**config.mk**
```make
export PLATFORM = sky130hd
export DESIGN_NAME = rmii_byte_packager_flat
export DESIGN_NICKNAME = d
export VERILOG_FILES = /design/src/rmii_pkg.sv /design/src/byte_stream_if.sv /design/src/rmii_byte_packager.sv /design/src/flat_wrapper.sv
export SDC_FILE = /design/constraint.sdc
export NUM_CORES = 1
export LEC_CHECK = 0
export ABC_AREA = 1
export BUFFER_PORTS_ARGS = -buffer_cell sky130_fd_sc_hd__buf_2
export CORE_MARGIN = 2
export CORE_UTILIZATION = 25
export CTS_BUF_LIST = sky130_fd_sc_hd__clkbuf_8
export DETAILED_ROUTE_END_ITERATION = 6
export PLACE_DENSITY = 0.43
export SYNTH_ARGS = -nofsm -noshare
export SYNTH_HDL_FRONTEND = slang
export SYNTH_SLANG_ARGS = --single-unit
```
**constraint.sdc**
```tcl
create_clock -name clock -period 5.1 [get_ports clock]
set_clock_uncertainty 0.15 [all_clocks]
set_input_delay 1.275 -clock clock [delete_from_list [all_inputs] [get_ports clock]]
set_output_delay 1.275 -clock clock [all_outputs]
set_load 0.05 [all_outputs]
```
**src/rmii_pkg.sv**
```systemverilog
package rmii_pkg;

    //////////////////////////////
    // Sizes
    //////////////////////////////
    localparam int QUEUE_DEPTH      = 2048;
    localparam int QUEUE_ADDR_WIDTH = $clog2(QUEUE_DEPTH);
    localparam int MIN_FRAME_BYTES  = 64;

    typedef logic [1:0]                      dibit_t;
    typedef logic [7:0]                      byte_t;
    typedef logic [8:0]                      word_t;
    typedef logic [31:0]                     crc_t;
    typedef logic [QUEUE_ADDR_WIDTH-1:0]     queue_addr_t;
    typedef logic [$clog2(MIN_FRAME_BYTES):0] frame_count_t;

    // Line codes, first dibit on the wire in bits 1:0
    localparam dibit_t PREAMBLE_DIBIT = 2'b01;
    localparam dibit_t SFD_DIBIT      = 2'b11;

    //////////////////////////////
    // CRC-32
    //////////////////////////////
    localparam crc_t CRC_POLY    = 32'hEDB88320;
    localparam crc_t CRC_INIT    = 32'hFFFFFFFF;
    // Good-frame residue, MSB-first form
    localparam crc_t FCS_RESIDUE = 32'hC704DD7B;

    typedef enum logic [1:0] {
        HUNT,
        PREAMBLE,
        DATA
    } packager_state_t;

    // One byte, LSB first, reflected register
    function automatic crc_t crc_next_byte(input crc_t crc, input byte_t data);
        crc_t next;
        next = crc;
        for (int i = 0; i < 8; i++) begin
            if (next[0] ^ data[i]) begin
                next = (next >> 1) ^ CRC_POLY;
            end else begin
                next = next >> 1;
            end
        end
        return next;
    endfunction

endpackage

```
**src/byte_stream_if.sv**
```systemverilog
`timescale 1ns/1ps

interface byte_stream_if;

    rmii_pkg::byte_t data;
    logic            valid;
    // Only meaningful while valid is high
    logic            last;
    logic            error;

    modport source (
        output data,
        output valid,
        output last,
        output error
    );

    modport sink (
        input data,
        input valid,
        input last,
        input error
    );

endinterface

```
**src/rmii_byte_packager.sv**
```systemverilog
`timescale 1ns/1ps

module rmii_byte_packager (
    input  logic              clock,
    input  logic              reset,
    input  rmii_pkg::dibit_t  rmii_receive_data,
    input  logic              rmii_receive_data_enable,
    input  logic              rmii_receive_data_error,
    byte_stream_if.source     out
);

    rmii_pkg::packager_state_t state;
    rmii_pkg::byte_t           shift_register;
    rmii_pkg::byte_t           assembled_byte;
    rmii_pkg::byte_t           hold_byte;
    logic [1:0]                dibit_count;
    logic                      hold_valid;
    logic                      frame_error;
    logic                      flush;

    // New dibit lands on top, earlier ones move down
    assign assembled_byte = {rmii_receive_data, shift_register[7:2]};

    //////////////////////////////
    // Control
    //////////////////////////////
    always_ff @(posedge clock) begin
        if (reset) begin
            state       <= rmii_pkg::HUNT;
            dibit_count <= 2'd0;
            hold_valid  <= 1'b0;
            frame_error <= 1'b0;
            flush       <= 1'b0;
            out.valid   <= 1'b0;
            out.last    <= 1'b0;
            out.error   <= 1'b0;
        end else begin
            out.valid <= 1'b0;
            out.last  <= 1'b0;
            out.error <= 1'b0;
            flush     <= 1'b0;

            // Held byte closes the frame
            if (flush) begin
                out.valid  <= 1'b1;
                out.last   <= 1'b1;
                out.error  <= frame_error;
                hold_valid <= 1'b0;
            end

            case (state)
                rmii_pkg::HUNT: begin
                    if (rmii_receive_data_enable &&
                        rmii_receive_data == rmii_pkg::PREAMBLE_DIBIT) begin
                        state <= rmii_pkg::PREAMBLE;
                    end
                end

                rmii_pkg::PREAMBLE: begin
                    if (!rmii_receive_data_enable) begin
                        state <= rmii_pkg::HUNT;
                    end else if (rmii_receive_data == rmii_pkg::SFD_DIBIT) begin
                        state       <= rmii_pkg::DATA;
                        dibit_count <= 2'd0;
                        frame_error <= 1'b0;
                    end else if (rmii_receive_data != rmii_pkg::PREAMBLE_DIBIT) begin
                        state <= rmii_pkg::HUNT;
                    end
                end

                rmii_pkg::DATA: begin
                    if (rmii_receive_data_enable) begin
                        dibit_count <= dibit_count + 2'd1;
                        if (rmii_receive_data_error) begin
                            frame_error <= 1'b1;
                        end
                        if (dibit_count == 2'd3) begin
                            hold_valid <= 1'b1;
                            out.valid  <= hold_valid;
                        end
                    end else begin
                        state <= rmii_pkg::HUNT;
                        // Partial trailing byte spoils the frame
                        if (hold_valid) begin
                            flush       <= 1'b1;
                            frame_error <= frame_error | (dibit_count != 2'd0);
                        end
                    end
                end

                default: state <= rmii_pkg::HUNT;
            endcase
        end
    end

    //////////////////////////////
    // Byte assembly
    //////////////////////////////
    always_ff @(posedge clock) begin
        if (state == rmii_pkg::DATA && rmii_receive_data_enable) begin
            shift_register <= assembled_byte;
            if (dibit_count == 2'd3) begin
                hold_byte <= assembled_byte;
                out.data  <= hold_byte;
            end
        end else if (flush) begin
            out.data <= hold_byte;
        end
    end

    // Bytes are four clocks apart and the flush waits one extra clock
    assert property (@(posedge clock) disable iff (reset)
        out.valid |=> !out.valid);

endmodule

```
**src/flat_wrapper.sv**
```systemverilog
// flat-port wrapper written by rule: the top's interface ports become plain ports
module rmii_byte_packager_flat 
  (clock, reset, rmii_receive_data, rmii_receive_data_enable, rmii_receive_data_error, out_data, out_valid, out_last, out_error);
  byte_stream_if out_i ();
  input  logic clock;
  input  logic reset;
  input  rmii_pkg::dibit_t rmii_receive_data;
  input  logic rmii_receive_data_enable;
  input  logic rmii_receive_data_error;
  output wire logic [$bits(out_i.data)-1:0] out_data;
  output wire logic [$bits(out_i.valid)-1:0] out_valid;
  output wire logic [$bits(out_i.last)-1:0] out_last;
  output wire logic [$bits(out_i.error)-1:0] out_error;
  assign out_data = out_i.data;
  assign out_valid = out_i.valid;
  assign out_last = out_i.last;
  assign out_error = out_i.error;
  rmii_byte_packager u_core (.clock(clock), .reset(reset), .rmii_receive_data(rmii_receive_data), .rmii_receive_data_enable(rmii_receive_data_enable), .rmii_receive_data_error(rmii_receive_data_error), .out(out_i));
endmodule
```
After elaboration in Yosys (flattened, before gate mapping)
Cells that the tools add are included.

storage, ports and cells
  bits of input ports = 6
  register bits = 34
  logic and storage cells = 71
  output and inout port bits = 11

operators by class
  multiplexer cells = 28
  reductions and logical operators = 13
  bitwise logic cells = 3
  eq/ne operators = 15
  add/sub/neg operators = 1

operator list
  operator                                                                number
  8-bit two-way mux                                                       3
  2-bit two-way mux                                                       8
  1-bit two-way mux                                                       14
  2-bit by 1-bit != test with 1-bit output (second input constant)        4
  2-bit equality test (second input constant)                             3
  2-bit != test (second input constant)                                   3
  2-bit one-hot mux with 3 select lines                                   1
  2-bit nonzero test                                                      3
  5-bit AND reduction                                                     1
  2-bit by 1-bit equality test with 1-bit output (second input constant)  2
  4-bit by 2-bit != test with 1-bit output (second input constant)        1
  2-bit one-hot mux with 2 select lines                                   1
  2-bit AND reduction                                                     2
  4-bit AND reduction                                                     1
  3-bit by 2-bit != test with 1-bit output (second input constant)        1
  3-bit != test (second input constant)                                   1
  3-bit AND reduction                                                     1
  3-bit OR reduction                                                      1
  2-bit by 1-bit adder with 2-bit output (second input constant)          1
  1-bit logical AND                                                       2
  2-bit logical NOT                                                       1
  1-bit NOT                                                               2
  1-bit one-hot mux with 2 select lines                                   1
  2-bit OR reduction                                                      1
  1-bit bitwise OR                                                        1

Logic depth before layout (Yosys ltp)
Gate-level depths: netlist of the first run.

  depth in word-level cells = 5
  gate-level depth with buffers = 7
  depth with buffers taken out = 7

Worst setup path before layout of the first run
OpenSTA, ideal clock, no wires.

  path type = input port to flip-flop
  from = input rmii_receive_data_enable
  to = register u_core.out.data[0] (enable)
  required time = 4.566 ns
  data arrival time = 2.089 ns
  setup slack = 2.477 ns
  buffers on the path = 0
  stages = 3
  cell sequence = inv_2 nor2_8 o21ai_0

on the way
  word-level cells in the longest chain between the ends = 3
  elaborated cells on any way between the ends = 4
  those cells by class = 1 x eq/ne; 3 x reduce/logical

RTL lines
  item                                                                                                    line                       RTL
  start, declared                                                                                         flat_wrapper.sv:8          input logic rmii_receive_data_enable;
  1-bit logical AND *                                                                                     rmii_byte_packager.sv:100  if (state == rmii_pkg::DATA && rmii_receive_data_enable) begin
  2-bit by 1-bit != test with 1-bit output (no source line) / 2-bit nonzero test (equally long branches)  n/a
  2-bit AND reduction (no source line) *                                                                  n/a
  end signal, assigned                                                                                    rmii_byte_packager.sv:104  out.data <= hold_byte;
  end signal, assigned                                                                                    rmii_byte_packager.sv:107  out.data <= hold_byte;
  end, declared                                                                                           byte_stream_if.sv:12       output data,

Mark *: on every way between the ends. The rest lies on a longest branch, timed or not.
A chain may end at the register's enable or synchronous reset.

Worst setup path after layout of the first run
  from = input rmii_receive_data_enable
  to = register u_core.out.data[2] (enable)

The elaborated chain is that of the path after synthesis.

==> metrics.txt, run 1 <==
die width just over 70 um; gr ovfl total 0; total die area around 5000 sq um; largest net degree at the start of global routing 12; via count around 660; CP Launch Type input pin; Netlist cell types 16; critical setup path kind input pin to flip-flop; Mapped Avg Cell Area between 10 and 15 sq um; Detail Route Antenna Nets 0; number of hold buffers added after CTS 0; detailed router's first-iteration violation count 35; M1 wire length between 600 and 700 um; initial core utilization approximately 26%; met2 WL around 800 um; placed cells 148; setup slack after layout 2330 ps; Reg2Reg Launch Point u_core.state[0]$_SDFFE_PP0P_; layout cells sized above 1 26.9%; fin crit period ~2800 ps; Floorplan Core Area ~4300 sq um; Num CTS Buffers 5; Vias/cell between 4 and 5; Final Hold Vio Count 0; gr usage total under 10%; postcts setup bufs 0; status complete, no violations; asr flop ratio synth 0%; Max Root-Sink Buffers 2; WL final around 1700 um; number of synthesized flops with an enable pin 22; clk_lat worst skew between 200 and 300 ps; Final GP Congestion ~0.8; leakage 0.000516 uW; register area share after synthesis 77.7%; DRT Pass-1 Iters 4; highest clock rate about 360 MHz; Final Max Slew Viols 0; Hold Path Class flip-flop to flip-flop; PD cells 377 nW/um^2; Nets between 100 and 150; Top Ports 17; initial antenna violation count 0; YS warnings 0; clk root buf clkbuf_8; CTS tree done; DR DRC count 0; Area growth syn-to-layout 22.8%; CTS sink cnt 32; Tot Pwr 512 uW; cell accounting for the most synthesized area edfxtp_1; Setup crit end kind flip-flop; final HPWL from detailed placement between 1000 and 1500 um; Cell Count, Final, Fillers Out approximately 160; RSZ-0062 raised after global routing false; CP Data Required Time about 4800 ps; htree depth 2; # setup viols final 0; worst-path fanout max 11; WL met3 about 120 um; share of the synthesized area in the top cell type 59.7%; clock-pin transition on the worst setup and hold timing paths ~70 ps; hold path start u_core.hold_byte[7]$_DFFE_PP_; row count 24; PortBufs 16; #FFs+latches synth 32; WP data arrival ~2500 ps; CP Launch Point rmii_receive_data_enable; Post-Synthesis Cells 80; max cap viols 0; synthesized net count 88; worst vdd ir ~140 uV; Post-CTS Resized 0; vias in the first global route 602; global-route wire length before repair 2850 um; worst slack at placement between 1500 and 2000 ps; synthesized area between 1000 and 1500 sq um; Max transition margin a little over a fifth; WL/cell 10.8 um; Die H ~71 um; highest routing layer actually used met4; n_diodes 0; Final Cycle Share 54.4%; sum of negative setup slack 0 ps; Least-Margin Pin Slew roughly 1200 ps; cells taking the most area after synthesis edfxtp_1 60%, dfxtp_1 18%, nor2_1 3.4%; prevailing post-synth register cell edfxtp_1
==> Yosys cell counts, types with 2 or more instances <==
cell	count
nand2_2	2
nand2_1	7
a21oi_1	2
edfxtp_1	22
nor3_1	2
o21ai_0	3
inv_1	9
nand3_1	6
nor2_1	10
ha_1	2
dfxtp_1	10
==> report_power, final <==
group / internal [uW] / switching [uW] / total, uW / leakage (uW)
logic: 2.70 / 5.05 / 7.75 / 0.000178
registers: 275 / 0.246 / 275 / 0.000278
clock network: 143 / 86.7 / 229 / 0.0000593
==> metal layers <==
layer	up-vias	track usage, %
li1	317	-
met1	299	8.62
met2	31	11.5
met3	9	3.42
met4	0	5.66
met5	-	0
==> cell families (layout without fill, tap and decap cells) <==
| group | Yosys count | count (layout) | share of synthesized area, % |
|---|---|---|---|
| DFF | 32 | 32 | 77.7 |
| and+or+nand+nor | 29 | 29 | 13.3 |
| buffers and inverters | 10 | 34 | 3.39 |
| AOI/OAI and AO/OA | 7 | 7 | 3.28 |
| adders and majority gates | 2 | 2 | 2.26 |
==> state kept, by name (all words and copies together), names as in the netlist <==
name / flops
u_core.frame_error: 1
u_core.out.valid: 1
u_core.dibit_count: 2
u_core.hold_byte: 8
u_core.out.last: 1
u_core.state: 2
u_core.out.error: 1
u_core.flush: 1
u_core.out.data: 8
u_core.hold_valid: 1
u_core.shift_register: 6
==> cell type report <==
type,count,area [sq um]
clock buffers,5,68.8
clock inverters,3,38.8
fillers,459,2960
inverters,10,37.5
multi-input cells,38,209
flip-flops and latches,32,861
well taps,52,65.1
repair buffers,16,80.1
==> worst max-delay path: stages <==
cell     delay [ps]
buf_2           120
inv_2           120
nor2_8           90
o21ai_0         910
==> worst paths after layout <==
path	endpoint	slack, ps	cells after the start
worst max-delay path	u_core.out.data[2]$_DFFE_PP_	2330	4
worst min-delay path	u_core.out.data[7]$_DFFE_PP_	270	0
worst max register to register	u_core.out.data[2]$_DFFE_PP_	3030	4
worst min register to register	u_core.out.data[7]$_DFFE_PP_	270	0
==> through the flow <==
step,hold WS (ps),util (%),instance area [sq um]
global route,275,31.5,1360
detailed placement,255,29.0,1250
global placement,251,29.0,1250
CTS,271,31.5,1360
finish,266,31.5,1360
floorplan,250,-,1110
==> cells in the final DEF (no fill, tap or decap), drive strengths merged <==
| cell type | Yosys | final |
|---|---|---|
| edfxtp | 22 | 22 |
| buf | 0 | 16 |
| nor2 | 12 | 12 |
| inv | 10 | 11 |
| dfxtp | 10 | 10 |
| nand2 | 9 | 9 |
| nand3 | 6 | 6 |
| clkbuf | 0 | 5 |
| o21ai | 4 | 4 |
| a21oi | 2 | 2 |
| nor3 | 2 | 2 |
| ha | 2 | 2 |
| o22ai | 1 | 1 |
| bufinv | 0 | 1 |
| clkinv | 0 | 1 |
No activity file was read; power rests on OpenSTA's default activity.
==> run 2: changes to the inputs <==
- clock period: 5.1 -> 2.7 ns (I/O delays scaled with it)
==> metrics.txt, run 2 (synthesis results as in run 1) <==
status complete, no violations (unchanged); PD cells 662 nW/um^2 (was 377 nW/um^2); vias in the first global route 627 (was 602); Area growth syn-to-layout 21.0% (was 22.8%); Die H 70.6 um (unchanged); area of the multi-input gates 209 sq um (unchanged); htree depth 2 (unchanged); worst vdd ir 217 uV (was 143 uV); WL final 1680 um (was 1690 um); # setup viols final 0 (unchanged); Floorplan Core Area 4320 sq um (unchanged); Cell Count, Final, Fillers Out 156 (unchanged); Final Cycle Share approximately four fifths; Crit path max-delay family compound AO/OA/AOI/OAI gates (unchanged); r2r worst-path depth 4 (unchanged); WP data arrival 1890 ps (was 2510 ps); internal power 703 uW (was 420 uW); clk_lat worst skew 280 ps (was 270 ps); largest net degree at the start of global routing 12 (unchanged); Post-CTS Resized 0 (unchanged); final HPWL from detailed placement 1210 um (was 1220 um); FILL cells 459 (unchanged); DRT Pass-1 Iters 4 (unchanged); Flop pwr share 58.6% (was 53.7%); Least-Margin Pin Slew 1140 ps (was 1170 ps); Largest regs u_core.hold_byte x8, u_core.out.data x8, u_core.shift_register x6 (unchanged); number of hold buffers added after CTS 0 (unchanged); clock power share 39.8% (was 44.8%); placed cells 148 (unchanged); slowest cell on the critical path o21ai_0 (unchanged); Sw Pwr 183 uW (was 92.0 uW); most frequent cells in the layout 22 x edfxtp_1, 16 x buf_2, 10 x nor2_1, 10 x dfxtp_1, 9 x inv_1 (was 22 x edfxtp_1, 16 x buf_2, 10 x inv_1, 10 x nor2_1, 10 x dfxtp_1); highest clock rate 467 MHz; clk root buf clkbuf_8 (unchanged); max cap viols 0 (unchanged); logic gate share of total power 1.6% (was 1.5%); global-route wire length before repair 2910 um (was 2850 um); Detail Route Antenna Nets 0 (unchanged); R2R Path End u_core.out.data[2]$_DFFE_PP_ (unchanged); Num CTS Buffers 5 (unchanged); Nets 111 (unchanged); Reg2Reg Launch Point u_core.state[0]$_SDFFE_PP0P_ (unchanged); row count 24 (unchanged); CTS sink cnt 32 (unchanged); die width 70.6 um (unchanged); via count 645 (was 656); initial antenna violation count 0 (unchanged); clock-pin transition on the worst setup and hold timing paths 70 ps (about the same); Max Root-Sink Buffers 2 (unchanged); worst-path fanout max 11 (unchanged); setup slack after layout 560 ps (was 2330 ps); Top Ports 17 (unchanged); Vias/cell 4.13 (was 4.21); PortBufs 16 (unchanged); postcts setup bufs 0 (unchanged); gr usage total 8.04% (was 7.67%); slowest stage delay, CP 890 ps (was 910 ps); n_diodes 0 (unchanged); sw frac 20.7% (was 18.0%); Final GP Congestion 0.771 (was 0.807); r2r setup slk 680 ps (was 3030 ps); layout cells sized above 1 27.9% (was 26.9%); CP cell instances buf_2 > inv_2 > nor2_8 > o21ai_0 (unchanged); sum of negative setup slack 0 ps (unchanged); Max transition margin 23.0% (was 20.9%); CTS tree done (unchanged); CP Data Required Time 2450 ps (was 4840 ps); Hold Path Class flip-flop to flip-flop (unchanged); combined flip-flop and latch cell area 861 sq um (unchanged); DR DRC count 0 (unchanged); CP Depth 4 (unchanged); Setup crit end kind flip-flop (unchanged); CP Buf/Inv Count 2 (unchanged); Final Hold Vio Count 0 (unchanged); worst slack at placement 201 ps (was 1970 ps); CP Launch Type input pin (unchanged); initial core utilization 25.6% (unchanged); crit path to u_core.out.data[2]$_DFFE_PP_ (unchanged); most common cell after layout, fill and taps aside edfxtp_1 (unchanged); gr ovfl total 0 (unchanged); Final Max Slew Viols 0 (unchanged); critical setup path kind input pin to flip-flop (unchanged); leakage 0.000504 uW (was 0.000516 uW); RSZ-0062 raised after global routing false (unchanged); fin crit period 2140 ps; total die area 4980 sq um (unchanged); detailed router's first-iteration violation count 48 (was 35); CP Launch Point rmii_receive_data_enable (unchanged); WL/cell 10.8 um (about the same)
run 2: cell count changes in the layout (fill, tap and decap cells not counted), sizes merged:
| cell | delta |
|---|---|
| inv | -1 |
| bufinv | -1 |
| clkinv | +2 |
run 2: worst min path at each step:
stage,endpoint,cells past startpoint,start,slack [ps]
floorplan,u_core.hold_byte[0]$_DFFE_PP_,0,u_core.shift_register[2]$_DFFE_PP_,250
global placement,u_core.out.data[1]$_DFFE_PP_,0,u_core.hold_byte[1]$_DFFE_PP_,250
detailed placement,u_core.hold_byte[0]$_DFFE_PP_,0,u_core.shift_register[2]$_DFFE_PP_,260
CTS,u_core.out.data[7]$_DFFE_PP_,0,u_core.hold_byte[7]$_DFFE_PP_,270
global route,u_core.hold_byte[0]$_DFFE_PP_,0,u_core.shift_register[2]$_DFFE_PP_,280
finish,u_core.out.data[7]$_DFFE_PP_,0,u_core.hold_byte[7]$_DFFE_PP_,270
run 2: layout make-up:
type | count | share of cell area [%]
Sequential cell | 32 | 64.2
Inverter | 10 | 2.80
Multi-Input combinational cell | 38 | 15.6
Timing Repair Buffer | 16 | 5.98
Clock inverter | 3 | 1.40
Clock buffer | 5 | 5.14
Tap cell | 52 | 4.86
run 2: power by group through the flow:
stage	Clock, uW	Combinational (uW)	Sequential, uW
3_3_place_gp	0	14.2	530
5_1_grt	396	16.5	519
3_5_place_dp	0	14.4	530
6_report	353	14.5	520
2_1_floorplan	0	6.81	530
4_1_cts	369	14.5	519
run 2: stage by stage:
stage                     instance area (sq um)  power (uW)  hold slack (ps)  utilization, %
after global routing                       1340         931              276            31.0
after detailed placement                   1250         545              255            29.0
after floorplan                            1110         537              250               -
after CTS                                  1340         903              270            31.0
final                                      1340         887              267            31.0
after global placement                     1250         544              251            29.0
run 2: worst reg2reg max path: cells and delay by family (launching register included):
kind	cells	cell delay [ps]
AND/OR/NAND/NOR	2	210
buffers and inverters	1	70
flip-flops	1	330
AO/OA/AOI/OAI	1	890
run 2: per-layer routing:
metal  share of wire, %  global-route usage, %  wire, um  vias to the layer above
met5                  0                      0         0                        -
met4                3.0                   5.03        50                        0
met3                7.5                   4.27       127                        7
met2                 47                   12.1       788                       22
met1                 43                   8.99       718                      296
li1                   -                      -         -                      320
